[src/hw/pma_defs.svh]
// ----------------------------
// Sizing macros for the PMA subsystem
// Include wherever a width or depth is needed
// ----------------------------

`ifndef PMA_DEFS_SVH
`define PMA_DEFS_SVH

// Entries in the fixed region table (1 to 16)
`define PMA_NUM_REGIONS 4

// Byte address width on the core side
`define PMA_ADDR_W 32

// RAM depth in 32-bit words
`define RAM_WORDS 256

// RAM word index width, address bits 9:2 for 256 words
`define RAM_AW $clog2(`RAM_WORDS)

// Width of each event counter
`define CNT_W 16

`endif
[src/hw/pma_pkg.sv]
// ----------------------------
// Shared PMA types and the region table
// Import in module bodies, scoped names in ports
// ----------------------------

`include "pma_defs.svh"

package pma_pkg;

  typedef enum logic [1:0] {
    SIZE_BYTE = 2'd0,
    SIZE_HALF = 2'd1,
    SIZE_WORD = 2'd2
  } access_size_e;

  // One table entry, size is in bytes
  typedef struct packed {
    logic [`PMA_ADDR_W-1:0] base;
    logic [`PMA_ADDR_W-1:0] size;
    logic                   main;
    logic                   bufferable;
    logic                   cacheable;
    logic                   integrity;
  } pma_region_t;

  typedef struct packed {
    logic                        have_match;
    logic [3:0]                  match_idx;
    logic [`PMA_NUM_REGIONS-1:0] match_list;
    logic                        main;
    logic                        bufferable;
    logic                        cacheable;
    logic                        integrity;
  } pma_status_t;

  typedef struct packed {
    logic                   valid;
    logic [`PMA_ADDR_W-1:0] addr;
    logic                   we;
    access_size_e           size;
    logic [31:0]            wdata;
  } core_req_t;

  typedef struct packed {
    logic        valid;
    logic        fault;
    logic [31:0] rdata;
  } core_rsp_t;

  // Word addressed, wdata already placed in its byte lanes
  typedef struct packed {
    logic                   req;
    logic [`PMA_ADDR_W-3:0] addr;
    logic                   we;
    logic [3:0]             be;
    logic [31:0]            wdata;
  } bus_req_t;

  typedef struct packed {
    logic activate;
    logic fault;
    logic multi;
    logic main;
  } mpu_event_t;

  // Region 1 sits inside region 0 on purpose to exercise priority
  localparam pma_region_t PMA_REGIONS [`PMA_NUM_REGIONS] = '{
    '{base: 'h0000, size: 'd512, main: 1'b1,
      bufferable: 1'b0, cacheable: 1'b1, integrity: 1'b0},
    '{base: 'h0100, size: 'd256, main: 1'b1,
      bufferable: 1'b1, cacheable: 1'b0, integrity: 1'b0},
    '{base: 'h0200, size: 'd256, main: 1'b0,
      bufferable: 1'b1, cacheable: 1'b0, integrity: 1'b0},
    '{base: 'h0300, size: 'd256, main: 1'b1,
      bufferable: 1'b0, cacheable: 1'b0, integrity: 1'b1}
  };

endpackage

[src/hw/bus_arbiter.sv]
// ----------------------------
// Round-robin RAM arbiter for two MPUs
// Bit 0 is the instruction side, bit 1 the data side
// ----------------------------

`timescale 1ns/100ps
`include "pma_defs.svh"

module bus_arbiter (
  input  logic              clk_ungated,
  input  logic              rst_n,
  input  pma_pkg::bus_req_t ireq_i,
  input  pma_pkg::bus_req_t dreq_i,
  output logic [1:0]        gnt_o,
  output logic              ram_en_o,
  output logic              ram_we_o,
  output logic [`RAM_AW-1:0] ram_addr_o,
  output logic [3:0]        ram_be_o,
  output logic [31:0]       ram_wdata_o,
  input  logic [31:0]       ram_rdata_i,
  output logic [1:0]        rvalid_o,
  output logic [31:0]       rdata_o
);

  import pma_pkg::*;

  bus_req_t sel_req;
  logic     last_instr_q;
  logic     in_flight_q;

  // No grant while a read waits for its data
  always_comb begin
    gnt_o = 2'b00;
    if (!in_flight_q) begin
      if (ireq_i.req && dreq_i.req) begin
        gnt_o = last_instr_q ? 2'b10 : 2'b01;
      end else if (ireq_i.req) begin
        gnt_o = 2'b01;
      end else if (dreq_i.req) begin
        gnt_o = 2'b10;
      end
    end
  end

  assign sel_req     = gnt_o[1] ? dreq_i : ireq_i;
  assign ram_en_o    = |gnt_o;
  assign ram_we_o    = sel_req.we;
  assign ram_addr_o  = sel_req.addr[`RAM_AW-1:0];
  assign ram_be_o    = sel_req.be;
  assign ram_wdata_o = sel_req.wdata;
  assign rdata_o     = ram_rdata_i;

  // rvalid also acknowledges writes one cycle after the grant
  always_ff @(posedge clk_ungated or negedge rst_n) begin
    if (!rst_n) begin
      rvalid_o     <= 2'b00;
      in_flight_q  <= 1'b0;
      last_instr_q <= 1'b0;
    end else begin
      rvalid_o    <= gnt_o;
      in_flight_q <= ram_en_o && !ram_we_o;
      if (gnt_o[0]) begin
        last_instr_q <= 1'b1;
      end else if (gnt_o[1]) begin
        last_instr_q <= 1'b0;
      end
    end
  end

  a_gnt_onehot: assert property (
    @(posedge clk_ungated) disable iff (!rst_n)
    $onehot0(gnt_o)
  ) else $error("more than one grant");

endmodule

[config.mk]
export PLATFORM = sky130hd
export DESIGN_NAME = bus_arbiter
export DESIGN_NICKNAME = d
export VERILOG_FILES = /design/src/hw/pma_pkg.sv /design/src/hw/bus_arbiter.sv
export VERILOG_INCLUDE_DIRS = /design/src /design/src/hw
export SDC_FILE = /design/constraint.sdc
export NUM_CORES = 1
export LEC_CHECK = 0
export BUFFER_PORTS_ARGS = -buffer_cell sky130_fd_sc_hd__buf_2
export CORE_AREA = 4 4 95 97
export CTS_CLUSTER_SIZE = 28
export DETAILED_ROUTE_END_ITERATION = 10
export DIE_AREA = 0 0 99 101
export PLACE_DENSITY = 0.56
export SETUP_SLACK_MARGIN = 0.15
export SKIP_CTS_REPAIR_TIMING = 1
export SYNTH_ARGS = -nofsm -noshare
export SYNTH_HDL_FRONTEND = slang
export SYNTH_SLANG_ARGS = --single-unit
[constraint.sdc]
create_clock -name clk_ungated -period 2.35 [get_ports clk_ungated]
set_clock_uncertainty 0.05 [all_clocks]
set_input_delay 0.5875 -clock clk_ungated [delete_from_list [all_inputs] [get_ports clk_ungated]]
set_output_delay 0.5875 -clock clk_ungated [all_outputs]
set_load 0.02 [all_outputs]
==> results.py <==
metrics = {
    "global_routing": {
        "grt_max_degree": 30,
        "grt_pass1_vias": 1127,
        "gr-total-overflow": 0,
        "grt_pass1_wl_um": 5060,
        "antenna_found_initial": 0,
        "grt_usage_pct": 6.19,
    },
    "timing": {
        "max_freq_ghz": 0.430,
        "final_max_slew_viol_count": 0,
        "rsz0062_at_grt": "true",
        "finalHoldViolations": 0,
        "finalCritPeriodShare_pct": 99.0,
        "maxSlewHeadroom_pct": 85.7,
        "timing.setup.tns_ps": 0,
        "worst_pin_slew_ps": 214,
        "fin_crit_ps": 2330,
        "setup_viol": 0,
    },
    "setup_path": {
        "critPathMaxFanout": 7,
        "worst_setup_path_end_kind": "primary output",
        "worstPathRequired_ps": 1710,
        "worst-setup-path-type": "primary input to primary output",
        "cp-start-kind": "primary input",
        "r2r_setup_slack_ps": 1160,
        "arrival_ps": 1690,
    },
    "die": {
        "die_w_um": 99,
        "ios": 252,
        "initial_utilization_pct": 13.8,
        "design.core.area_um2": 8130,
        "row_count": 33,
        "die_area_um2": 10000,
        "die_h_um": 101,
    },
    "yosys": {
        "synthFlopType": "dfrtp_1",
        "synth_compound_area_share_pct": 1.78,
        "syn_avg_cell_area_um2": 11.2,
        "synth_edf_count": 0,
        "synth_top_area_share_pct": 52.1,
        "synthTopCellsByArea": "mux2_4, buf_4, dfrtp_1",
        "netlist_instances": 100,
        "synth_top_cell_by_area": "mux2_4",
        "syn_area_um2": 1120,
        "yosys.cell_types.count": 12,
        "muxShareOfSynthArea_pct": 58.1,
        "synth.most_common_cell": "mux2_4",
        "synth_top_family_by_area": "multiplexers",
        "yosysWarnings": 0,
        "synth.ff_latch_count": 4,
        "synth_common_cells": "mux2_4, buf_4, mux2_2",
        "ys_seq_area_share_pct": 8.91,
        "async_flop_share_pct": 100,
        "yosys.area_share.adder_pct": 0,
        "synthSimpleGateAreaFrac_pct": 4.12,
        "syn_nets": 270,
        "synthXorXnorAreaFrac_pct": 0,
    },
    "cts": {
        "root_buffer": "clkbuf_8",
        "cts_made_buffers": 3,
        "ctsLongestPathBuffers": 2,
        "path_clk_slew_ps": 30,
        "cts_tree": "yes",
        "htreeDepth": 1,
        "worstSkewPairLatency_ps": 220,
        "cts.sink_count": 4,
    },
    "layout": {
        "fin_area_um2": 2040,
        "nets": 390,
        "area.growth.synth_to_final_pct": 81.4,
        "diodes": 0,
        "fill_cells": 862,
        "layout-drive-gt1-share_pct": 92.2,
    },
    "placement": {
        "placed_area_um2": 1720,
        "dp_hpwl_um": 3220,
        "place_congestion": 0.655,
        "io_buffers": 143,
    },
    "flow_run": {
        "max-cap-violations": 0,
    },
    "detailed_routing": {
        "vias": 1177,
        "routedWlPerCell_um": 12.3,
        "drtIter0Drc": 9,
        "drt_pass1_iterations": 2,
        "drt_wl_total_um": 3980,
        "ant_nets": 0,
        "vias_per_cell": 3.64,
        "drc": 0,
    },
    "pwr": {
        "ir_drop_uv": 336,
        "p_per_area_nw_per_um2": 515,
        "p_leak_nw": 1.19,
        "p_total_w": 0.00105,
    },
    "outcome": {
        "status": "finished, final reports clean",
    },
    "min_path": {
        "worst_hold_path_type": "primary input to async pin",
    },
}
-- report_power, final --
part           internal (W)  switching [W]
clock network      0.000109      0.0000337
registers         0.0000841      0.0000116
logic              0.000455       0.000357
total              0.000648       0.000402
-- final timing paths --
path | cells after the start | endpoint | from
min in group clk_ungated | 1 | in_flight_q | in_flight_q
worst min-delay path | 1 | in_flight_q | rst_n
worst max-delay path | 7 | ram_wdata_o[31] | ireq_i[67]
worst min register to register | 1 | in_flight_q | in_flight_q
worst max register to register | 4 | rvalid_o[1] | last_instr_q
max in group asynchronous | 1 | rvalid_o[0] | rst_n
-- final cells by class --
cell class	instances	area [µm²]	share of cell area, %
repair buffers	152	1020	50.0
multi-input cells	57	738	36.2
well taps	105	131	6.45
flip-flops and latches	4	100	4.91
clock buffers	3	41.3	2.03
inverters	2	7.51	0.368
-- flip-flops by register name (all words and copies together) (netlist names) --
register and flops:
in_flight_q 1, rvalid_o 2, last_instr_q 1
-- layout by cell type (no fill, tap or decap), types with 3 or more instances in the layout --
| cell type | n |
|---|---|
| buf_6 | 29 |
| buf_4 | 3 |
| mux2_4 | 42 |
| nand3b_1 | 3 |
| dfrtp_1 | 4 |
| clkbuf_8 | 3 |
| mux2_2 | 3 |
| buf_2 | 116 |
-- per-layer routing --
metal	share of wire [%]	up-vias	GRT usage, %	wire [µm]
met2	46	114	10.5	1830
met3	17	7	3.11	685
met1	36	505	6.73	1430
met5	0	-	0	0
met4	0.85	0	2.00	34
li1	-	551	-	-
-- worst max-delay path: stages --
cell	delay [ps]
buf_2	120
nand2b_4	60
nand3b_1	130
buf_6	180
clkbuf_16	170
mux2_4	300
buf_6	130
-- cell families after synthesis --
| kind of cell | count (synthesis) |
|---|---|
| AOI/OAI and AO/OA | 4 |
| muxes | 45 |
| DFF | 4 |
| and+or+nand+nor | 8 |
| buffers and inverters | 39 |
-- per-stage QoR --
stage	hold slack, ps	worst slack, ps	util [%]	cells
finish	119	24.4	25.1	323
detailed placement	348	-85.3	21.2	316
global placement	345	-78.5	21.2	316
CTS	119	-113	21.7	319
floorplan	242	327	-	100
global route	119	-33.6	25.1	323
No activity file was read; power rests on OpenSTA's default activity.
