## config.mk

```make
export PLATFORM = sky130hd
export DESIGN_NAME = pma_mpu
export DESIGN_NICKNAME = d
export VERILOG_FILES = /design/src/hw/pma_pkg.sv /design/src/hw/pma_mpu.sv /design/src/hw/pma_region_lookup.sv
export VERILOG_INCLUDE_DIRS = /design/src /design/src/hw
export SDC_FILE = /design/constraint.sdc
export NUM_CORES = 1
export LEC_CHECK = 0
export ABC_AREA = 1
export BUFFER_PORTS_ARGS = -buffer_cell sky130_fd_sc_hd__buf_2
export CAP_MARGIN = 20
export CORE_MARGIN = 2
export CORE_UTILIZATION = 40
export CTS_BUF_LIST = sky130_fd_sc_hd__clkbuf_4 sky130_fd_sc_hd__clkbuf_8 sky130_fd_sc_hd__clkbuf_16
export DETAILED_ROUTE_END_ITERATION = 10
export PLACE_DENSITY = 0.81
export REMOVE_ABC_BUFFERS = 1
export SLEW_MARGIN = 20
export SYNTH_ARGS = -nofsm -noshare
export SYNTH_HDL_FRONTEND = slang
export SYNTH_SLANG_ARGS = --single-unit
```

## constraint.sdc

```tcl
create_clock -name clk_ungated -period 4.03 [get_ports clk_ungated]
set_clock_uncertainty 0.2 [all_clocks]
set_input_delay 0.6045 -clock clk_ungated [delete_from_list [all_inputs] [get_ports clk_ungated]]
set_output_delay 0.6045 -clock clk_ungated [all_outputs]
set_load 0.01 [all_outputs]
```

## src/hw/pma_defs.svh

```systemverilog
// ----------------------------
// Sizing macros for the PMA subsystem
// Include wherever a width or depth is needed
// ----------------------------

`ifndef PMA_DEFS_SVH
`define PMA_DEFS_SVH

// Entries in the fixed region table (1 to 16)
`define PMA_NUM_REGIONS 4

// Byte address width on the core side
`define PMA_ADDR_W 32

// RAM depth in 32-bit words
`define RAM_WORDS 256

// RAM word index width, address bits 9:2 for 256 words
`define RAM_AW $clog2(`RAM_WORDS)

// Width of each event counter
`define CNT_W 16

`endif
```

## src/hw/pma_pkg.sv

```systemverilog
// ----------------------------
// Shared PMA types and the region table
// Import in module bodies, scoped names in ports
// ----------------------------

`include "pma_defs.svh"

package pma_pkg;

  typedef enum logic [1:0] {
    SIZE_BYTE = 2'd0,
    SIZE_HALF = 2'd1,
    SIZE_WORD = 2'd2
  } access_size_e;

  // One table entry, size is in bytes
  typedef struct packed {
    logic [`PMA_ADDR_W-1:0] base;
    logic [`PMA_ADDR_W-1:0] size;
    logic                   main;
    logic                   bufferable;
    logic                   cacheable;
    logic                   integrity;
  } pma_region_t;

  typedef struct packed {
    logic                        have_match;
    logic [3:0]                  match_idx;
    logic [`PMA_NUM_REGIONS-1:0] match_list;
    logic                        main;
    logic                        bufferable;
    logic                        cacheable;
    logic                        integrity;
  } pma_status_t;

  typedef struct packed {
    logic                   valid;
    logic [`PMA_ADDR_W-1:0] addr;
    logic                   we;
    access_size_e           size;
    logic [31:0]            wdata;
  } core_req_t;

  typedef struct packed {
    logic        valid;
    logic        fault;
    logic [31:0] rdata;
  } core_rsp_t;

  // Word addressed, wdata already placed in its byte lanes
  typedef struct packed {
    logic                   req;
    logic [`PMA_ADDR_W-3:0] addr;
    logic                   we;
    logic [3:0]             be;
    logic [31:0]            wdata;
  } bus_req_t;

  typedef struct packed {
    logic activate;
    logic fault;
    logic multi;
    logic main;
  } mpu_event_t;

  // Region 1 sits inside region 0 on purpose to exercise priority
  localparam pma_region_t PMA_REGIONS [`PMA_NUM_REGIONS] = '{
    '{base: 'h0000, size: 'd512, main: 1'b1,
      bufferable: 1'b0, cacheable: 1'b1, integrity: 1'b0},
    '{base: 'h0100, size: 'd256, main: 1'b1,
      bufferable: 1'b1, cacheable: 1'b0, integrity: 1'b0},
    '{base: 'h0200, size: 'd256, main: 1'b0,
      bufferable: 1'b1, cacheable: 1'b0, integrity: 1'b0},
    '{base: 'h0300, size: 'd256, main: 1'b1,
      bufferable: 1'b0, cacheable: 1'b0, integrity: 1'b1}
  };

endpackage

```

## src/hw/pma_mpu.sv

```systemverilog
// ----------------------------
// PMA unit for one side of the core
// Checks a captured request and runs it on the RAM bus
// ----------------------------

`timescale 1ns/100ps
`include "pma_defs.svh"

module pma_mpu #(
  parameter bit IS_INSTR_SIDE = 1'b0
) (
  input  logic                clk_ungated,
  input  logic                rst_n,
  input  pma_pkg::core_req_t  core_req_i,
  output pma_pkg::core_rsp_t  core_rsp_o,
  output logic                busy_o,
  output pma_pkg::bus_req_t   bus_req_o,
  input  logic                gnt_i,
  input  logic                rvalid_i,
  input  logic [31:0]         rdata_i,
  output pma_pkg::mpu_event_t event_o
);

  import pma_pkg::*;

  typedef enum logic [1:0] {
    ST_IDLE,
    ST_DECIDE,
    ST_WAIT_GNT,
    ST_WAIT_DATA
  } mpu_state_e;

  mpu_state_e  state_q;
  mpu_state_e  state_d;
  core_req_t   req_q;
  pma_status_t status;
  logic [1:0]  offset;
  logic        decide;
  logic        misaligned;
  logic        allow;
  logic        rsp_data;

  pma_region_lookup u_lookup (
    .addr_i   (req_q.addr),
    .status_o (status)
  );

  always_ff @(posedge clk_ungated) begin
    if (state_q == ST_IDLE && core_req_i.valid) begin
      req_q <= core_req_i;
    end
  end

  assign offset = req_q.addr[1:0];
  assign decide = (state_q == ST_DECIDE);

  always_comb begin
    case (req_q.size)
      SIZE_HALF: misaligned = offset[0];
      SIZE_WORD: misaligned = (offset != 2'b00);
      default:   misaligned = 1'b0;
    endcase
  end

  // Fetch needs an aligned word in main memory
  assign allow = IS_INSTR_SIDE ? (req_q.size == SIZE_WORD && !misaligned && status.main)
                               : !(misaligned && !status.main);

  always_comb begin
    state_d = state_q;
    case (state_q)
      ST_IDLE: begin
        if (core_req_i.valid) state_d = ST_DECIDE;
      end
      ST_DECIDE: begin
        if (!allow) state_d = ST_IDLE;
        else if (gnt_i) state_d = ST_WAIT_DATA;
        else state_d = ST_WAIT_GNT;
      end
      ST_WAIT_GNT: begin
        if (gnt_i) state_d = ST_WAIT_DATA;
      end
      default: begin
        if (rvalid_i) state_d = ST_IDLE;
      end
    endcase
  end

  always_ff @(posedge clk_ungated or negedge rst_n) begin
    if (!rst_n) begin
      state_q <= ST_IDLE;
    end else begin
      state_q <= state_d;
    end
  end

  assign busy_o = (state_q != ST_IDLE);

  // Byte enables shifted by the offset drop whatever spills past the word
  always_comb begin
    bus_req_o.req   = (decide && allow) || (state_q == ST_WAIT_GNT);
    bus_req_o.addr  = req_q.addr[`PMA_ADDR_W-1:2];
    bus_req_o.we    = req_q.we;
    bus_req_o.wdata = req_q.wdata << {offset, 3'b000};
    case (req_q.size)
      SIZE_BYTE: bus_req_o.be = 4'b0001 << offset;
      SIZE_HALF: bus_req_o.be = 4'b0011 << offset;
      default:   bus_req_o.be = 4'b1111 << offset;
    endcase
  end

  // Read data is the whole word, the core picks its lanes
  assign rsp_data         = (state_q == ST_WAIT_DATA) && rvalid_i;
  assign core_rsp_o.valid = (decide && !allow) || rsp_data;
  assign core_rsp_o.fault = decide && !allow;
  assign core_rsp_o.rdata = (rsp_data && !req_q.we) ? rdata_i : '0;

  assign event_o.activate = decide;
  assign event_o.fault    = !allow;
  assign event_o.multi    = ($countones(status.match_list) > 1);
  assign event_o.main     = status.main;

  a_no_req_while_busy: assert property (
    @(posedge clk_ungated) disable iff (!rst_n)
    core_req_i.valid |-> !busy_o
  ) else $error("request while busy");

  // Lower priority hits behind the winner must show up as a multimatch
  a_multi_matches_list: assert property (
    @(posedge clk_ungated) disable iff (!rst_n)
    event_o.activate |->
      (event_o.multi == ((status.match_list >> (int'(status.match_idx) + 1)) != '0))
  ) else $error("multimatch event disagrees with match list");

endmodule

```

## src/hw/pma_region_lookup.sv

```systemverilog
// ----------------------------
// Combinational region match
// Lowest matching index wins, no match is I/O
// ----------------------------

`timescale 1ns/100ps
`include "pma_defs.svh"

module pma_region_lookup (
  input  logic [`PMA_ADDR_W-1:0] addr_i,
  output pma_pkg::pma_status_t   status_o
);

  import pma_pkg::*;

  logic [`PMA_NUM_REGIONS-1:0] hit;

  // Range check per entry, base inclusive and end exclusive
  always_comb begin
    for (int i = 0; i < `PMA_NUM_REGIONS; i++) begin
      hit[i] = (addr_i >= PMA_REGIONS[i].base) &&
               ((addr_i - PMA_REGIONS[i].base) < PMA_REGIONS[i].size);
    end
  end

  always_comb begin
    // Defaults describe an unmapped I/O access
    status_o            = '0;
    status_o.match_list = hit;
    status_o.have_match = |hit;

    // Walk downwards so the lowest hit is written last
    for (int i = `PMA_NUM_REGIONS - 1; i >= 0; i--) begin
      if (hit[i]) begin
        status_o.match_idx  = 4'(i);
        status_o.main       = PMA_REGIONS[i].main;
        status_o.bufferable = PMA_REGIONS[i].bufferable;
        status_o.cacheable  = PMA_REGIONS[i].cacheable;
        status_o.integrity  = PMA_REGIONS[i].integrity;
      end
    end
  end

endmodule

```

==> tab_implementation.tex <==
\begin{tabular}{lr}
\hline
Metric & Value \\
\hline
\multicolumn{2}{l}{\textbf{Finish}} \\
Top library cells by usage in the layout, fill and taps aside & 210 x sky130\_fd\_sc\_hd\_\_buf\_2, 115 x sky130\_fd\_sc\_hd\_\_nand2\_1, 107 x sky130\_fd\_sc\_hd\_\_nor2\_1, 89 x sky130\_fd\_sc\_hd\_\_inv\_1, 67 x sky130\_fd\_sc\_hd\_\_edfxtp\_1 \\
Diodes inserted & 0 \\
Fill cell instance count of the final layout & 1078 \\
Net count reported at finish & 922 \\
Proportion of layout cells with a drive suffix above 1 & 35.05\% \\
Area Growth Syn to Fin & 30.12\% \\
Utilization after layout & 53.89\% \\
Commonest non-fill, non-tap cell in the layout & sky130\_fd\_sc\_hd\_\_buf\_2 \\
\multicolumn{2}{l}{\textbf{STA}} \\
Worst Hold Slack & 0.2540 ns \\
Setup violations, final & 0 \\
Final period util & 96.57\% \\
Endpoints failing hold & 0 \\
Worst-case headroom to the max-slew limit & 49.23\% \\
Setup repair after global routing missed its margin & no \\
Setup TNS Final & 0 ns \\
PnR worst setup slack & 0.1384 ns \\
Final min period & 3.892 ns \\
Count of pins over their slew limit & 0 \\
Max Fclk & 257.0 MHz \\
Slew of the pin with the lowest slew margin & 0.7597 ns \\
\multicolumn{2}{l}{\textbf{Route}} \\
TritonRoute pass-1 iters & 7 \\
Per-cell routed wire length & 14.76 um \\
Number of nets with antenna violations after detailed routing & 0 \\
Total via count after detailed routing & 4702 \\
Routed WL & 14150 um \\
Via density per instance & 4.903 \\
Drt drc & 0 \\
Iteration-0 DRC count of the detailed router & 275 \\
\multicolumn{2}{l}{\textbf{Setup path}} \\
Crit path arrival time & 3.09 ns \\
Number of cell instances on the worst register-to-register path & 15 \\
Capture point of the critical path & event\_o[1] \\
Data required time at the worst endpoint & 3.23 ns \\
Critical path start-end classification & reg -> out \\
List of cells traversed by the critical path & nor2\_1 -> nand2\_1 -> nor2\_1 -> nand2\_1 -> o21ai\_0 -> nand4\_1 -> nor3\_1 -> nand2\_1 -> fa\_1 -> inv\_1 -> nand4\_1 -> nand2\_1 -> buf\_2 \\
Most Frequent Cell on Critical Path & sky130\_fd\_sc\_hd\_\_nand2\_1 \\
Max stage delay on crit path & 0.55 ns \\
Type of origin of the critical path & flip-flop \\
Critical-path cell with the highest stage delay & sky130\_fd\_sc\_hd\_\_fa\_1 \\
Number of buffers and inverters on the critical path & 2 \\
Reg2Reg Setup Slack & 1.64 ns \\
Crit Reg-Reg Startpoint & bus\_req\_o[44] \\
Worst r2r dst & state\_q[0] \\
Highest fanout seen on the critical path & 6 \\
Family of cells with the greatest summed delay on the critical path & simple AND/OR/NAND/NOR gates \\
Origin of the worst setup path & bus\_req\_o[53] \\
Logic depth of the worst path, buffers included & 13 \\
Critical Path Sink Type & primary output \\
\multicolumn{2}{l}{\textbf{Global routing}} \\
Aggregate global routing overflow & 0 \\
Initial antenna violation count & 0 \\
Total global-route track usage & 21.17\% \\
Maximum number of pins on one net before global-route repair & 41 \\
Via count of the first global-routing pass & 4322 \\
Global-route wire length before repair & 21530 um \\
\multicolumn{2}{l}{\textbf{Placement}} \\
Half-perimeter wire length after detailed placement & 11050 um \\
Count of buffers from port buffering & 210 \\
Worst slack after detailed placement & 0.2593 ns \\
Global placer's final weighted congestion & 1.007 \\
\multicolumn{2}{l}{\textbf{Floorplanning}} \\
Height of the die & 113.4 um \\
Core area & 0.01156 mm\^{}2 \\
Total die area & 0.01287 mm\^{}2 \\
Starting density of the core & 41.42\% \\
Total number of placement rows & 39 \\
I/O pin total & 211 \\
Width of the chip & 113.4 um \\
\multicolumn{2}{l}{\textbf{Clocking}} \\
Later-pin clock latency in the skew report & 0.32 ns \\
Clock tree from TritonCTS & yes \\
Clock Root Buffer & sky130\_fd\_sc\_hd\_\_clkbuf\_16 \\
Total CTS buffers & 9 \\
Max Root-Sink Buffers & 2 \\
Clock Sinks & 69 \\
Number of H-tree levels & 3 \\
Clk slew on worst S/H paths & 0.06 ns \\
\multicolumn{2}{l}{\textbf{Hold path}} \\
Hold path cells & 1 \\
Class of the most critical hold timing path & in -> reg \\
Startpoint of the lowest-slack hold path & core\_req\_i[15] \\
\multicolumn{2}{l}{\textbf{Synth}} \\
Total of flip-flops plus latches after synthesis & 69 \\
Synthesized netlist cell count & 618 \\
Synth Cell Area & 0.004790 mm\^{}2 \\
Post-synthesis sequential area ratio & 43.05\% \\
Syn. warnings & 0 \\
Count of cell types in the netlist & 35 \\
Average cell area after synthesis & 7.750 um\^{}2 \\
\multicolumn{2}{l}{\textbf{Power}} \\
Maximum ir drop on the vdd rail & 0.2723 mV \\
Power density over the cells & 417.9 mW/mm\^{}2 \\
Leakage power figure & 3.050 nW \\
\multicolumn{2}{l}{\textbf{Job}} \\
Max\_cap viols & 0 \\
\multicolumn{2}{l}{\textbf{Status}} \\
Status & completed \\
\hline
\end{tabular}
==> cells in the mapped netlist <==
master                      instances  area [um^2]
sky130_fd_sc_hd__clkinv_1           1        3.750
sky130_fd_sc_hd__o22ai_1            9        56.30
sky130_fd_sc_hd__o21ai_2            1        8.760
sky130_fd_sc_hd__nand3_1           32        160.2
sky130_fd_sc_hd__and2_1             2        12.51
sky130_fd_sc_hd__nor3_1             6        30.03
sky130_fd_sc_hd__nor4_1             2        12.51
sky130_fd_sc_hd__dfrtp_1            2        50.05
sky130_fd_sc_hd__inv_1             91        341.6
sky130_fd_sc_hd__o21ai_0           23        115.1
sky130_fd_sc_hd__clkbuf_2           2        10.01
sky130_fd_sc_hd__nor2_1           114        427.9
sky130_fd_sc_hd__buf_2              1        5.000
sky130_fd_sc_hd__o2111ai_1          2        17.52
sky130_fd_sc_hd__nor2_2             6        37.54
sky130_fd_sc_hd__nand2_2            7        43.79
sky130_fd_sc_hd__a22oi_1            8        60.06
sky130_fd_sc_hd__xor2_1            23        201.4
sky130_fd_sc_hd__fa_1               1        20.02
sky130_fd_sc_hd__o21ai_1            2        10.01
sky130_fd_sc_hd__nor3b_1            1        7.510
sky130_fd_sc_hd__or2_2              3        18.77
sky130_fd_sc_hd__clkbuf_1          10        37.54
sky130_fd_sc_hd__nor2_4             9        101.4
sky130_fd_sc_hd__o32ai_1            1        8.760
sky130_fd_sc_hd__a21oi_1           18        90.09
sky130_fd_sc_hd__xnor2_1            1        8.760
sky130_fd_sc_hd__edfxtp_1          67         2012
sky130_fd_sc_hd__nand2_1          118        442.9
sky130_fd_sc_hd__ha_1               6        75.07
sky130_fd_sc_hd__nand3_4            1        17.52
sky130_fd_sc_hd__buf_1              2        7.510
sky130_fd_sc_hd__nand4_1           12        75.07
sky130_fd_sc_hd__buf_4             32        240.2
sky130_fd_sc_hd__buf_6              2        22.52
==> kinds of logic (layout without fill, tap and decap cells) <==
family	Yosys count	after routing	share of synthesized area, %
buffers and inverters	141	338	13.95
XOR/XNOR	24	24	4.389
adder cells (fa/ha/maj)	7	7	1.985
flip-flops	69	69	43.05
AND/OR/NAND/NOR	313	314	28.97
AO/OA/AOI/OAI	64	64	7.654
==> layer usage <==
layer	share of wire, %	track usage [%]	vias up	routed length (um)
li1	-	-	2347	-
met1	41	27.40	2114	5760
met2	48	34.85	214	6860
met3	9.0	6.111	27	1273
met4	1.8	5.854	0	257
met5	0	0	-	0
==> power by group <==
part / leakage [nW] / switching [W] / internal [W] / total [W]
combinational: 2.28 / 0.000521 / 0.000310 / 0.000830
sequential: 0.635 / 0.0000809 / 0.000923 / 0.00100
clock: 0.140 / 0.000286 / 0.000484 / 0.000770
==> area by class of cell <==
class	count	area (um^2)	share of cell area, %
clock buffers	10	232.7	3.734
clock inverters	6	62.56	1.004
inverters	92	345.3	5.541
multi-input cells	409	2135	34.25
flip-flops and latches	69	2062	33.09
well taps	143	178.9	2.871
repair buffers	230	1216	19.51
==> flip-flops by register name, summed over array words and instances, names as in the netlist <==
name and cells:
req_q 34, bus_req_o 31, offset 2, state_q 2
==> metrics by stage <==
stage	area [um^2]	total power [W]	instances
2_1_floorplan	4467	0.001472	569
3_3_place_gp	5769	0.001794	929
3_5_place_dp	5769	0.001806	929
4_1_cts	6095	0.002591	948
5_1_grt	6232	0.002760	959
6_report	6232	0.002604	959
==> worst min path at each step <==
stage,endpoint,slack [ns]
floorplan,state_q[0],0.11
global placement,state_q[0],0.19
detailed placement,state_q[0],0.19
CTS,bus_req_o[46],0.24
global route,req_q[6],0.24
finish,req_q[15],0.25
==> repair_timing <==
action | in CTS | in global routing
hold endpoints to repair | 2 | 0
gates cloned | 0 | 1
buffers inserted | 2 | 10
pin swaps | 0 | 2
hold buffers | 1 | 0
setup endpoints to repair | 1 | 1
resized for setup | 2 | 16
==> worst reg2reg max path: stages, from the launching register on <==
cell and delay [ns]:
sky130_fd_sc_hd__edfxtp_1 0.41, sky130_fd_sc_hd__buf_4 0.16, sky130_fd_sc_hd__buf_4 0.14, sky130_fd_sc_hd__nand2_1 0.15
sky130_fd_sc_hd__nand2_2 0.14, sky130_fd_sc_hd__nor2_4 0.24, sky130_fd_sc_hd__nand2_1 0.07, sky130_fd_sc_hd__nand2_1 0.06
sky130_fd_sc_hd__o21ai_1 0.07, sky130_fd_sc_hd__nor2_1 0.08, sky130_fd_sc_hd__nand2_1 0.06, sky130_fd_sc_hd__nor2_1 0.18
sky130_fd_sc_hd__nand2_2 0.13, sky130_fd_sc_hd__nand3_4 0.10, sky130_fd_sc_hd__nand3_1 0.08, sky130_fd_sc_hd__nand2_1 0.07
Power figures use the tool's default switching activity.
