File: src/hw/pma_defs.svh
// ----------------------------
// Sizing macros for the PMA subsystem
// Include wherever a width or depth is needed
// ----------------------------

`ifndef PMA_DEFS_SVH
`define PMA_DEFS_SVH

// Entries in the fixed region table (1 to 16)
`define PMA_NUM_REGIONS 4

// Byte address width on the core side
`define PMA_ADDR_W 32

// RAM depth in 32-bit words
`define RAM_WORDS 256

// RAM word index width, address bits 9:2 for 256 words
`define RAM_AW $clog2(`RAM_WORDS)

// Width of each event counter
`define CNT_W 16

`endif
File: src/hw/pma_pkg.sv
// ----------------------------
// Shared PMA types and the region table
// Import in module bodies, scoped names in ports
// ----------------------------

`include "pma_defs.svh"

package pma_pkg;

  typedef enum logic [1:0] {
    SIZE_BYTE = 2'd0,
    SIZE_HALF = 2'd1,
    SIZE_WORD = 2'd2
  } access_size_e;

  // One table entry, size is in bytes
  typedef struct packed {
    logic [`PMA_ADDR_W-1:0] base;
    logic [`PMA_ADDR_W-1:0] size;
    logic                   main;
    logic                   bufferable;
    logic                   cacheable;
    logic                   integrity;
  } pma_region_t;

  typedef struct packed {
    logic                        have_match;
    logic [3:0]                  match_idx;
    logic [`PMA_NUM_REGIONS-1:0] match_list;
    logic                        main;
    logic                        bufferable;
    logic                        cacheable;
    logic                        integrity;
  } pma_status_t;

  typedef struct packed {
    logic                   valid;
    logic [`PMA_ADDR_W-1:0] addr;
    logic                   we;
    access_size_e           size;
    logic [31:0]            wdata;
  } core_req_t;

  typedef struct packed {
    logic        valid;
    logic        fault;
    logic [31:0] rdata;
  } core_rsp_t;

  // Word addressed, wdata already placed in its byte lanes
  typedef struct packed {
    logic                   req;
    logic [`PMA_ADDR_W-3:0] addr;
    logic                   we;
    logic [3:0]             be;
    logic [31:0]            wdata;
  } bus_req_t;

  typedef struct packed {
    logic activate;
    logic fault;
    logic multi;
    logic main;
  } mpu_event_t;

  // Region 1 sits inside region 0 on purpose to exercise priority
  localparam pma_region_t PMA_REGIONS [`PMA_NUM_REGIONS] = '{
    '{base: 'h0000, size: 'd512, main: 1'b1,
      bufferable: 1'b0, cacheable: 1'b1, integrity: 1'b0},
    '{base: 'h0100, size: 'd256, main: 1'b1,
      bufferable: 1'b1, cacheable: 1'b0, integrity: 1'b0},
    '{base: 'h0200, size: 'd256, main: 1'b0,
      bufferable: 1'b1, cacheable: 1'b0, integrity: 1'b0},
    '{base: 'h0300, size: 'd256, main: 1'b1,
      bufferable: 1'b0, cacheable: 1'b0, integrity: 1'b1}
  };

endpackage

File: src/hw/pma_event_counters.sv
// ----------------------------
// Event counters for both PMA units
// Counts on the edge after an activate pulse
// ----------------------------

`timescale 1ns/100ps
`include "pma_defs.svh"

module pma_event_counters (
  input  logic                clk_ungated,
  input  logic                rst_n,
  input  pma_pkg::mpu_event_t ievent_i,
  input  pma_pkg::mpu_event_t devent_i,
  output logic [`CNT_W-1:0]   cnt_access_o,
  output logic [`CNT_W-1:0]   cnt_fault_o,
  output logic [`CNT_W-1:0]   cnt_multi_o,
  output logic [`CNT_W-1:0]   cnt_io_o
);

  localparam int NUM_CNT = 4;

  // Index 0 access, 1 fault, 2 multimatch, 3 I/O
  logic [NUM_CNT-1:0] ihit;
  logic [NUM_CNT-1:0] dhit;
  logic [`CNT_W-1:0]  cnt_q [NUM_CNT];

  function automatic logic [`CNT_W-1:0] sat_add(input logic [`CNT_W-1:0] base,
                                                input logic [1:0]        inc);
    logic [`CNT_W:0] sum;
    sum = {1'b0, base} + {{(`CNT_W-1){1'b0}}, inc};
    return sum[`CNT_W] ? '1 : sum[`CNT_W-1:0];
  endfunction

  assign ihit = {ievent_i.activate && !ievent_i.main,
                 ievent_i.activate && ievent_i.multi,
                 ievent_i.activate && ievent_i.fault,
                 ievent_i.activate};
  assign dhit = {devent_i.activate && !devent_i.main,
                 devent_i.activate && devent_i.multi,
                 devent_i.activate && devent_i.fault,
                 devent_i.activate};

  // Both units may fire in the same cycle
  always_ff @(posedge clk_ungated or negedge rst_n) begin
    if (!rst_n) begin
      for (int k = 0; k < NUM_CNT; k++) begin
        cnt_q[k] <= '0;
      end
    end else begin
      for (int k = 0; k < NUM_CNT; k++) begin
        cnt_q[k] <= sat_add(cnt_q[k], {1'b0, ihit[k]} + {1'b0, dhit[k]});
      end
    end
  end

  assign cnt_access_o = cnt_q[0];
  assign cnt_fault_o  = cnt_q[1];
  assign cnt_multi_o  = cnt_q[2];
  assign cnt_io_o     = cnt_q[3];

  a_counts_bounded: assert property (
    @(posedge clk_ungated) disable iff (!rst_n)
    (cnt_fault_o <= cnt_access_o) && (cnt_io_o <= cnt_access_o)
  ) else $error("fault or I/O count above access count");

endmodule

File: config.mk
export PLATFORM = sky130hd
export DESIGN_NAME = pma_event_counters
export DESIGN_NICKNAME = d
export VERILOG_FILES = /design/src/hw/pma_pkg.sv /design/src/hw/pma_event_counters.sv
export VERILOG_INCLUDE_DIRS = /design/src /design/src/hw
export SDC_FILE = /design/constraint.sdc
export NUM_CORES = 1
export LEC_CHECK = 0
export ABC_AREA = 0
export BUFFER_PORTS_ARGS = -buffer_cell sky130_fd_sc_hd__buf_4
export CAP_MARGIN = 20
export CORE_ASPECT_RATIO = 2
export CORE_UTILIZATION = 46
export DETAILED_ROUTE_END_ITERATION = 10
export PLACE_DENSITY_LB_ADDON = 0.25
export RECOVER_POWER = 50
export SLEW_MARGIN = 20
export SYNTH_ARGS = -nofsm -noshare
export SYNTH_HDL_FRONTEND = slang
export SYNTH_SLANG_ARGS = --single-unit
File: constraint.sdc
create_clock -name clk_ungated -period 2.8 [get_ports clk_ungated]
set_input_delay 0.56 -clock clk_ungated [delete_from_list [all_inputs] [get_ports clk_ungated]]
set_output_delay 0.56 -clock clk_ungated [all_outputs]
set_load 0.01 [all_outputs]
==> flow_summary.ini, run 1 <==
[pwr]
vdd_drop_max_mv = 0.449
p_leak_uw = 0.00192
clockPowerShare = 0.330
p_sw_frac = 0.329
pwr-share-comb = 0.250
pwr-share-seq = 0.421
powerDensity_nw_per_um2 = 814
p_int_uw = 2310
p_sw_uw = 1130

[worst_setup_path]
path_max_fanout = 7
cp-end-kind = register
cp.required_ns = 3.06
cp_data_arrival_time_ns = 2.48
start_kind = input port
worstSetupPathType = in -> reg

[global_route]
gr-usage-all-layers = 0.207
gr-total-overflow = 0
antenna_found_initial = 0
use_met1 = 0.230
grt_pass1_wl_um = 12500
grt_pass1_vias = 2726
use_met2 = 0.367
grt_max_degree = 65
busiest_layer = met2
grt_util_met3 = 0.0476

[synthesis]
syn_area_um2 = 3420
postSynthAreaPerCell_um2 = 10.4
netlist_instances = 328
ys_seq_area_frac = 0.468
ys_types = 41
syn_nets = 346
ys_warn_count = 0
synth_edf_count = 0
ys_seq_elements = 64
yosys_most_used_dff = dfrtp_1
async_flop_share = 1.00

[cells_and_area]
drive_above_1_share = 0.230
fillers = 668
final_cell_mix = dfrtp_1 (64), buf_4 (46), nand3_1 (39), clkbuf_1 (32), nand2_1 (24)
finalNetCount = 422
final_area_um2 = 4220
area_delta_synth_final_pct = 23.3
final_common_cell = dfrtp_1
fin_util = 0.585
antenna_cells = 0

[drt]
wl_per_cell_um = 15.2
drc = 0
wl_um = 7590
drt_pass1_iterations = 4
vias = 2902
dr.first_iter.drc_count = 173
via_per_inst = 5.80
ant_nets = 0

[sta]
maxSlewViolCount = 65
setup_viol = 0
post-route-period-util = 0.794
final.setup.tns_ns = 0
finalHoldViolCount = 0
fin_skew_ns = 0.00450
worstMarginPinSlew_ns = 1.55
rsz0062_at_grt = no
min_period_ns = 2.22
relSlewSlack = -0.0338
max_clock_freq_mhz = 450

[die]
start_util = 0.474
fp.dieW_um = 63.0
die_y_um = 124
die-area_um2 = 7810
io_pins = 74
rows = 44
core_region_area_um2 = 7210

[clock_tree]
cts.repair.resized = 0
clockBufferDepth = 2
cts-hold-fix-buffers = 0
numCtsBuffers = 9
clock_insertion_delay_worst_skew_ns = 0.33
cts_tree = yes
root_buffer = clkbuf_16
clk_pin_slew_ns = 0.05
postCtsSetupBuffers = 0
h-tree-depth = 3
clkSinkCount = 64

[worst_hold_path]
min_path_type = reg -> reg

[status]
violations = max-capacitance violations, max-slew violations
status = finished with violations

[job]
maxCapViolCount = 1

[placement]
portBuffers = 73
dpl_cell_area_um2 = 4040
gp_congestion = 0.778
hpwl_um = 5250
==> sequential cells by signal (all words and copies together), names as in the netlist <==
name,count
cnt_io_o,16
cnt_multi_o,16
cnt_fault_o,16
cnt_access_o,16
==> through the flow <==
step / total power (µW) / cells / hold WS (ns) / worst slack [ns]
2_1_floorplan: 1890 / 328 / 0.264 / 0.492
3_3_place_gp: 2350 / 485 / 0.561 / 0.342
3_5_place_dp: 2390 / 485 / 0.560 / 0.261
4_1_cts: 3560 / 500 / 0.352 / 0.573
5_1_grt: 3660 / 500 / 0.595 / 0.458
6_report: 3440 / 500 / 0.563 / 0.577
==> kinds of logic after synthesis <==
kind of cell	Yosys count	share of synthesized area
and+or+nand+nor	161	0.294
buffers and inverters	26	0.0406
AOI/OAI and AO/OA	53	0.113
DFF	64	0.468
muxes	8	0.0263
xor gates and xnor gates	8	0.0205
adders and majority gates	8	0.0380
==> critical path, stage by stage <==
cell	delay [ns]
buf_4	0.09
inv_1	0.06
fa_1	0.44
inv_1	0.10
ha_1	0.19
nand3_1	0.10
or4_1	0.66
buf_4	0.22
nand3_1	0.07
==> synth_stat cells, types with 2 or more instances <==
library cell,count,area share
dfrtp_1,64,0.47
nand3_1,39,0.057
nand2_1,24,0.026
or4_1,19,0.042
inv_1,12,0.013
nand2b_1,12,0.022
o21ai_0,12,0.018
o31ai_1,10,0.022
or3_1,10,0.018
nand4_1,9,0.016
o21ai_2,9,0.023
mux2_2,8,0.026
o41ai_1,7,0.018
clkbuf_1,6,0.0066
nor3_1,6,0.0088
xnor2_1,6,0.015
a31oi_1,5,0.0091
and4_1,5,0.013
buf_6,5,0.016
nor2_1,5,0.0055
nor4_1,5,0.0091
and2_1,4,0.0073
fa_1,4,0.023
ha_1,4,0.015
nand4_2,4,0.015
nand4b_1,4,0.010
a21oi_1,3,0.0044
a41oi_1,3,0.0077
and3_1,3,0.0055
buf_2,3,0.0044
or2b_1,3,0.0066
or4_4,3,0.0099
nand4_4,2,0.012
or4_2,2,0.0051
xor2_1,2,0.0051
==> routing by layer <==
layer  routed length, µm  part of all wire  vias to the layer above
li1                    -                 -                     1400
met1                3060              0.40                     1422
met2                4080              0.54                       67
met3                 304             0.040                       13
met4                 149             0.020                        0
met5                   0                 0                        -
==> layout make-up <==
type / instances / area (µm²) / share of cell area
multi-input combinational: 238 / 1680 / 0.398
sequential: 64 / 1600 / 0.379
timing repair buffer: 79 / 470 / 0.111
clock buffer: 12 / 267 / 0.0631
tap: 92 / 115 / 0.0273
inverter: 12 / 45.0 / 0.0107
clock inverter: 3 / 40.0 / 0.00949
==> power by group through the flow <==
stage / sequential (µW) / clock (µW) / combinational [µW]
floorplan: 1490 / 0 / 408
global placement: 1450 / 0 / 908
detailed placement: 1450 / 0 / 935
CTS: 1450 / 1160 / 950
global route: 1490 / 1200 / 975
finish: 1440 / 1130 / 858
==> path summary, 6_finish.rpt <==
check	from	to	slack, ns	cells after the start
setup reg to reg	cnt_access_o[0]$_DFF_PN0_	cnt_access_o[6]$_DFF_PN0_	0.60	8
min in group asynchronous	rst_n	cnt_fault_o[10]$_DFF_PN0_	0.61	1
setup / recovery	ievent_i[3]	cnt_access_o[6]$_DFF_PN0_	0.58	9
hold / removal	cnt_io_o[7]$_DFF_PN0_	cnt_io_o[7]$_DFF_PN0_	0.56	2
max in group asynchronous	rst_n	cnt_access_o[8]$_DFF_PN0_	1.24	1
hold reg to reg	cnt_io_o[7]$_DFF_PN0_	cnt_io_o[7]$_DFF_PN0_	0.56	2
(Power assumes the default switching activity.)
==> inputs of run 2 (changes only) <==
- clock period: 2.8 -> 1.8 ns (I/O delays scaled with it)
==> run 2 against run 1 <==
The flow finishes with violations (negative setup slack). Worst setup slack got worse by 0.68 ns. Critical path depth decreased by 3. Non-clock buffer count increased by 47. Die area unchanged. Global-route usage increased by 1.8 points. Combinational power increased by 130%. Final cell count increased by 9.8%. Clock power increased by 56%. Wire length increased by 15%. Flip-flop and latch count unchanged. Worst hold slack got worse by 0.023 ns.
==> flow_summary.ini, run 2 (synthesis gave the netlist of run 1 again) <==
[status]
violations = negative setup slack
status = finished with violations

[die]
start_util = 0.474
core_region_area_um2 = 7210
die_y_um = 124
rows = 44
die-area_um2 = 7810
io_pins = 74
fp.dieW_um = 63.0

[cells_and_area]
final_cells = 549
drive_above_1_share = 0.425
finalNetCount = 470
final_common_cell = buf_4
final_cell_mix = buf_4 (93), dfrtp_1 (64), nand3_1 (28), clkbuf_1 (24), nand2_1 (22)
final_area_um2 = 4940
fillers = 573
area_delta_synth_final_pct = 44.4
antenna_cells = 0

[drt]
drt_pass1_iterations = 4
dr.first_iter.drc_count = 182
wl_per_cell_um = 15.9
vias = 3170
via_per_inst = 5.77
ant_nets = 0
drc = 0
wl_um = 8720

[worst_setup_path]
cp_data_arrival_time_ns = 2.17
r2r_cells = 6
rrSetupSlack_ns = -0.11
path_delay_family = simple AND/OR/NAND/NOR gates
slowest_stage = or4_1
path_depth = 6
start_kind = register
crit_chain = inv_2 > fa_2 > nand4b_1 > buf_6 > or4_1 > nand3_2
worstSetupPathType = reg -> reg
r2r-end = cnt_access_o[11]$_DFF_PN0_
cp.required_ns = 2.07
regToRegStartpoint = cnt_access_o[0]$_DFF_PN0_
cp-end-kind = register
critPathBufInv = 2
path_max_fanout = 9
slowest_delay_ns = 0.42

[global_route]
gr-total-overflow = 0
gr-usage-all-layers = 0.224
grt_pass1_wl_um = 13600
grt_max_degree = 34
antenna_found_initial = 0
grt_pass1_vias = 2877

[placement]
portBuffers = 73
gp_congestion = 0.809
numPlacedInstances = 517
hpwl_um = 5920
dpl_cell_area_um2 = 4440

[clock_tree]
numCtsBuffers = 9
clkSinkCount = 64
clockBufferDepth = 2
root_buffer = clkbuf_16
h-tree-depth = 3
clk_pin_slew_ns = 0.05
clock_insertion_delay_worst_skew_ns = 0.33
cts_tree = yes

[pwr]
powerDensity_nw_per_um2 = 1210
vdd_drop_max_mv = 0.892
p_leak_uw = 0.00231
finalPower_uw = 5990

[sta]
max_clock_freq_mhz = 524
whs_ns = 0.540
rsz0062_at_grt = yes
post-route-period-util = 1.06
fin_skew_ns = 0.00667
min_period_ns = 1.91
worstMarginPinSlew_ns = 0.815
finalHoldViolCount = 0
relSlewSlack = 0.457
setup_viol = 15
setup_slack_ns = -0.108
maxSlewViolCount = 0

[worst_hold_path]
min_to = cnt_access_o[0]$_DFF_PN0_
min_from = devent_i[3]
min_path_type = in -> reg
hold_depth = 4

[job]
maxCapViolCount = 0
-- run 2: changes by cell type in the layout (fill, tap and decap cells not counted), moves of 5 or more --
cell,delta
nand3_2,+9
clkbuf_1,-8
buf_4,+47
or4_4,+5
nand3_1,-11
buf_6,+9
-- run 2: layer usage --
metal	GRT usage	share of wire
met2	0.390	0.54
met3	0.0458	0.037
met4	0.108	0.024
met1	0.261	0.40
met5	0	0
-- run 2: worst max path at each step --
stage,from,end
final,cnt_access_o[0]$_DFF_PN0_,cnt_access_o[11]$_DFF_PN0_
after CTS,cnt_access_o[0]$_DFF_PN0_,cnt_access_o[11]$_DFF_PN0_
after global placement,ievent_i[3],cnt_access_o[3]$_DFF_PN0_
after detailed placement,ievent_i[3],cnt_access_o[3]$_DFF_PN0_
after floorplan,ievent_i[3],cnt_access_o[14]$_DFF_PN0_
after global routing,cnt_access_o[0]$_DFF_PN0_,cnt_access_o[1]$_DFF_PN0_
-- run 2: worst register-to-register path, stage by stage, from the launching register on --
cell and delay, ns:
dfrtp_1 0.35, inv_2 0.04, fa_2 0.36, nand4b_1 0.35, buf_6 0.24, or4_1 0.42
nand3_2 0.09
-- run 2: area by class of cell --
| type | count | area (µm²) | share of cell area |
|---|---|---|---|
| clock inverter | 3 | 40.0 | 0.00810 |
| multi-input combinational | 239 | 1980 | 0.401 |
| clock buffer | 13 | 260 | 0.0527 |
| inverter | 12 | 47.5 | 0.00962 |
| timing repair buffer | 126 | 897 | 0.182 |
| sequential | 64 | 1600 | 0.324 |
| tap | 92 | 115 | 0.0233 |
-- run 2: per-stage QoR --
stage	worst slack, ns	utilization	TNS (ns)
detailed placement	-0.273	0.616	-10.12
global placement	-0.232	0.616	-8.44
floorplan	-0.0947	-	-0.149
finish	-0.108	0.685	-0.882
global route	-0.171	0.685	-2.08
CTS	-0.115	0.673	-0.995
-- run 2: repair_timing --
action | in CTS | in global routing
endpoints found under the setup margin | 20 | 27
pin swaps | 5 | 13
buffers inserted | 10 | 5
endpoints found under the hold margin | 32 | 0
hold buffers | 1 | 0
resized for setup | 5 | 30
gates cloned | 0 | 1
-- run 2: where the power goes --
part	internal [µW]	switching [µW]	total, µW
Combinational	1080	900	1990
Sequential	1760	483	2250
Clock	1140	616	1760
==> inputs of run 3 (changes only) <==
- CORE_UTILIZATION: 46 -> 49
==> run 3 against run 2 <==
The run still ends with negative setup slack left. Die area fell by 6.0%. Worst hold slack lost 0.0082 ns. Flip-flop and latch count unchanged. Fmax rose by 4.7%. Clock skew rose by 0.0011 ns. Critical path type unchanged. Largest power group unchanged.
==> flow_summary.ini, run 3 (synthesis gave the netlist of run 1 again) <==
[job]
maxCapViolCount = 0

[clock_tree]
cts_tree = yes
clk_pin_slew_ns = 0.05
numCtsBuffers = 9
h-tree-depth = 3
clock_insertion_delay_worst_skew_ns = 0.33
clkSinkCount = 64
root_buffer = clkbuf_16
clockBufferDepth = 2

[die]
die-area_um2 = 7340
core_region_area_um2 = 6670
rows = 42
start_util = 0.513
fp.dieW_um = 61.1
die_y_um = 120
io_pins = 74

[pwr]
p_sw_uw = 1950
p_int_uw = 3860
p_sw_frac = 0.336
pwr-share-comb = 0.317
clockPowerShare = 0.292
finalPower_uw = 5810
pwr-share-seq = 0.391
powerDensity_nw_per_um2 = 1210
p_leak_uw = 0.00222
vdd_drop_max_mv = 0.866

[worst_setup_path]
path_max_fanout = 6
start_kind = register
slowest_stage = or4_4
worstSetupPathType = reg -> reg
critPathBufInv = 2
slowest_delay_ns = 0.49
path_delay_family = simple AND/OR/NAND/NOR gates
cp_data_arrival_time_ns = 2.09
crit_chain = inv_2 > fa_2 > inv_2 > ha_4 > nand3_4 > or4_4 > a21bo_2
cp-end-kind = register
path_common_cell = inv_2
cp.required_ns = 2.07

[drt]
dr.first_iter.drc_count = 144
wl_met1_um = 3250
maxUsedRoutingLayer = met4
wl_per_cell_um = 16.5
drc = 0
ant_nets = 0
drt_pass1_iterations = 4
vias = 3150
wl_um = 8840
via_per_inst = 5.88
wl_met2_um = 5070
routed-wl-met3_um = 368

[cells_and_area]
final_cells = 536
fin_util = 0.718
finalNetCount = 462
antenna_cells = 0
area_delta_synth_final_pct = 40.1
drive_above_1_share = 0.402
final_common_cell = buf_4
final_cell_mix = buf_4 (88), dfrtp_1 (64), nand3_1 (30), clkbuf_1 (24), nand2_1 (23)

[sta]
finalHoldViolCount = 0
fin_skew_ns = 0.00779
worstMarginPinSlew_ns = 0.584
setup_slack_ns = -0.0229
max_clock_freq_mhz = 549
rsz0062_at_grt = yes
maxSlewViolCount = 0
whs_ns = 0.531
setup_viol = 1
post-route-period-util = 1.01
min_period_ns = 1.82
relSlewSlack = 0.611

[global_route]
grt_pass1_wl_um = 14300
gr-usage-all-layers = 0.258
antenna_found_initial = 0
gr-total-overflow = 0
grt_pass1_vias = 3093
grt_max_degree = 43

[status]
status = finished with violations
violations = negative setup slack

[worst_hold_path]
min_path_type = in -> reg

[placement]
gp_congestion = 0.815
preCtsSetupSlack_ns = -0.262
numPlacedInstances = 512
hpwl_um = 6130
portBuffers = 73
-- run 3: final timing paths --
check                                                from                   endpoint  slack [ns]  depth (start not counted)
worst max-delay path            cnt_access_o[0]$_DFF_PN0_  cnt_access_o[3]$_DFF_PN0_       -0.02                          7
worst min-delay path                          devent_i[3]  cnt_access_o[0]$_DFF_PN0_        0.53                          4
worst max register to register  cnt_access_o[0]$_DFF_PN0_  cnt_access_o[3]$_DFF_PN0_       -0.02                          7
worst min register to register      cnt_io_o[7]$_DFF_PN0_      cnt_io_o[7]$_DFF_PN0_        0.58                          2
max in group asynchronous                           rst_n  cnt_access_o[8]$_DFF_PN0_        0.21                          3
min in group asynchronous                           rst_n  cnt_multi_o[10]$_DFF_PN0_        0.56                          2
-- run 3: layer usage --
layer	up-vias	global-route usage
li1	1483	-
met1	1557	0.283
met2	96	0.460
met3	14	0.0578
met4	0	0.0952
met5	-	0
-- run 3: repair_timing --
| item | 4_1_cts | 5_1_grt |
|---|---|---|
| pin swaps | 3 | 10 |
| endpoints found under the hold margin | 22 | 0 |
| setup buffers | 3 | 3 |
| gates resized for setup | 3 | 20 |
| hold buffers | 1 | 0 |
| cloned | 1 | 1 |
| setup endpoints to repair | 17 | 39 |
-- run 3: power groups by stage --
stage / sequential (µW) / combinational, µW / clock (µW)
4_1_cts: 2260 / 1860 / 1710
3_5_place_dp: 2270 / 1790 / 0
3_3_place_gp: 2260 / 1750 / 0
5_1_grt: 2320 / 2060 / 1770
2_1_floorplan: 2350 / 735 / 0
6_report: 2270 / 1850 / 1700
-- run 3: final cells by class --
class / instances / area [µm²]
multi-input combinational: 240 / 1940
fill: 513 / 1880
sequential: 64 / 1600
timing repair buffer: 117 / 803
clock buffer: 11 / 243
tap: 88 / 110
inverter: 12 / 47.5
clock inverter: 4 / 45.0
-- run 3: through the flow --
stage	TNS (ns)	area [µm²]
6_report	-0.0229	4790
5_1_grt	-2.88	4790
4_1_cts	-0.0788	4780
3_5_place_dp	-9.97	4430
3_3_place_gp	-8.34	4430
2_1_floorplan	-0.149	3620
-- run 3: worst register-to-register path: cells and delay by family, from the launching register on --
kind / cells / cell delay [ns]
buffers and inverters: 2 / 0.12
adder cells (fa/ha/maj): 2 / 0.48
AO/OA/AOI/OAI: 1 / 0.21
flip-flops: 1 / 0.36
AND/OR/NAND/NOR: 2 / 0.60
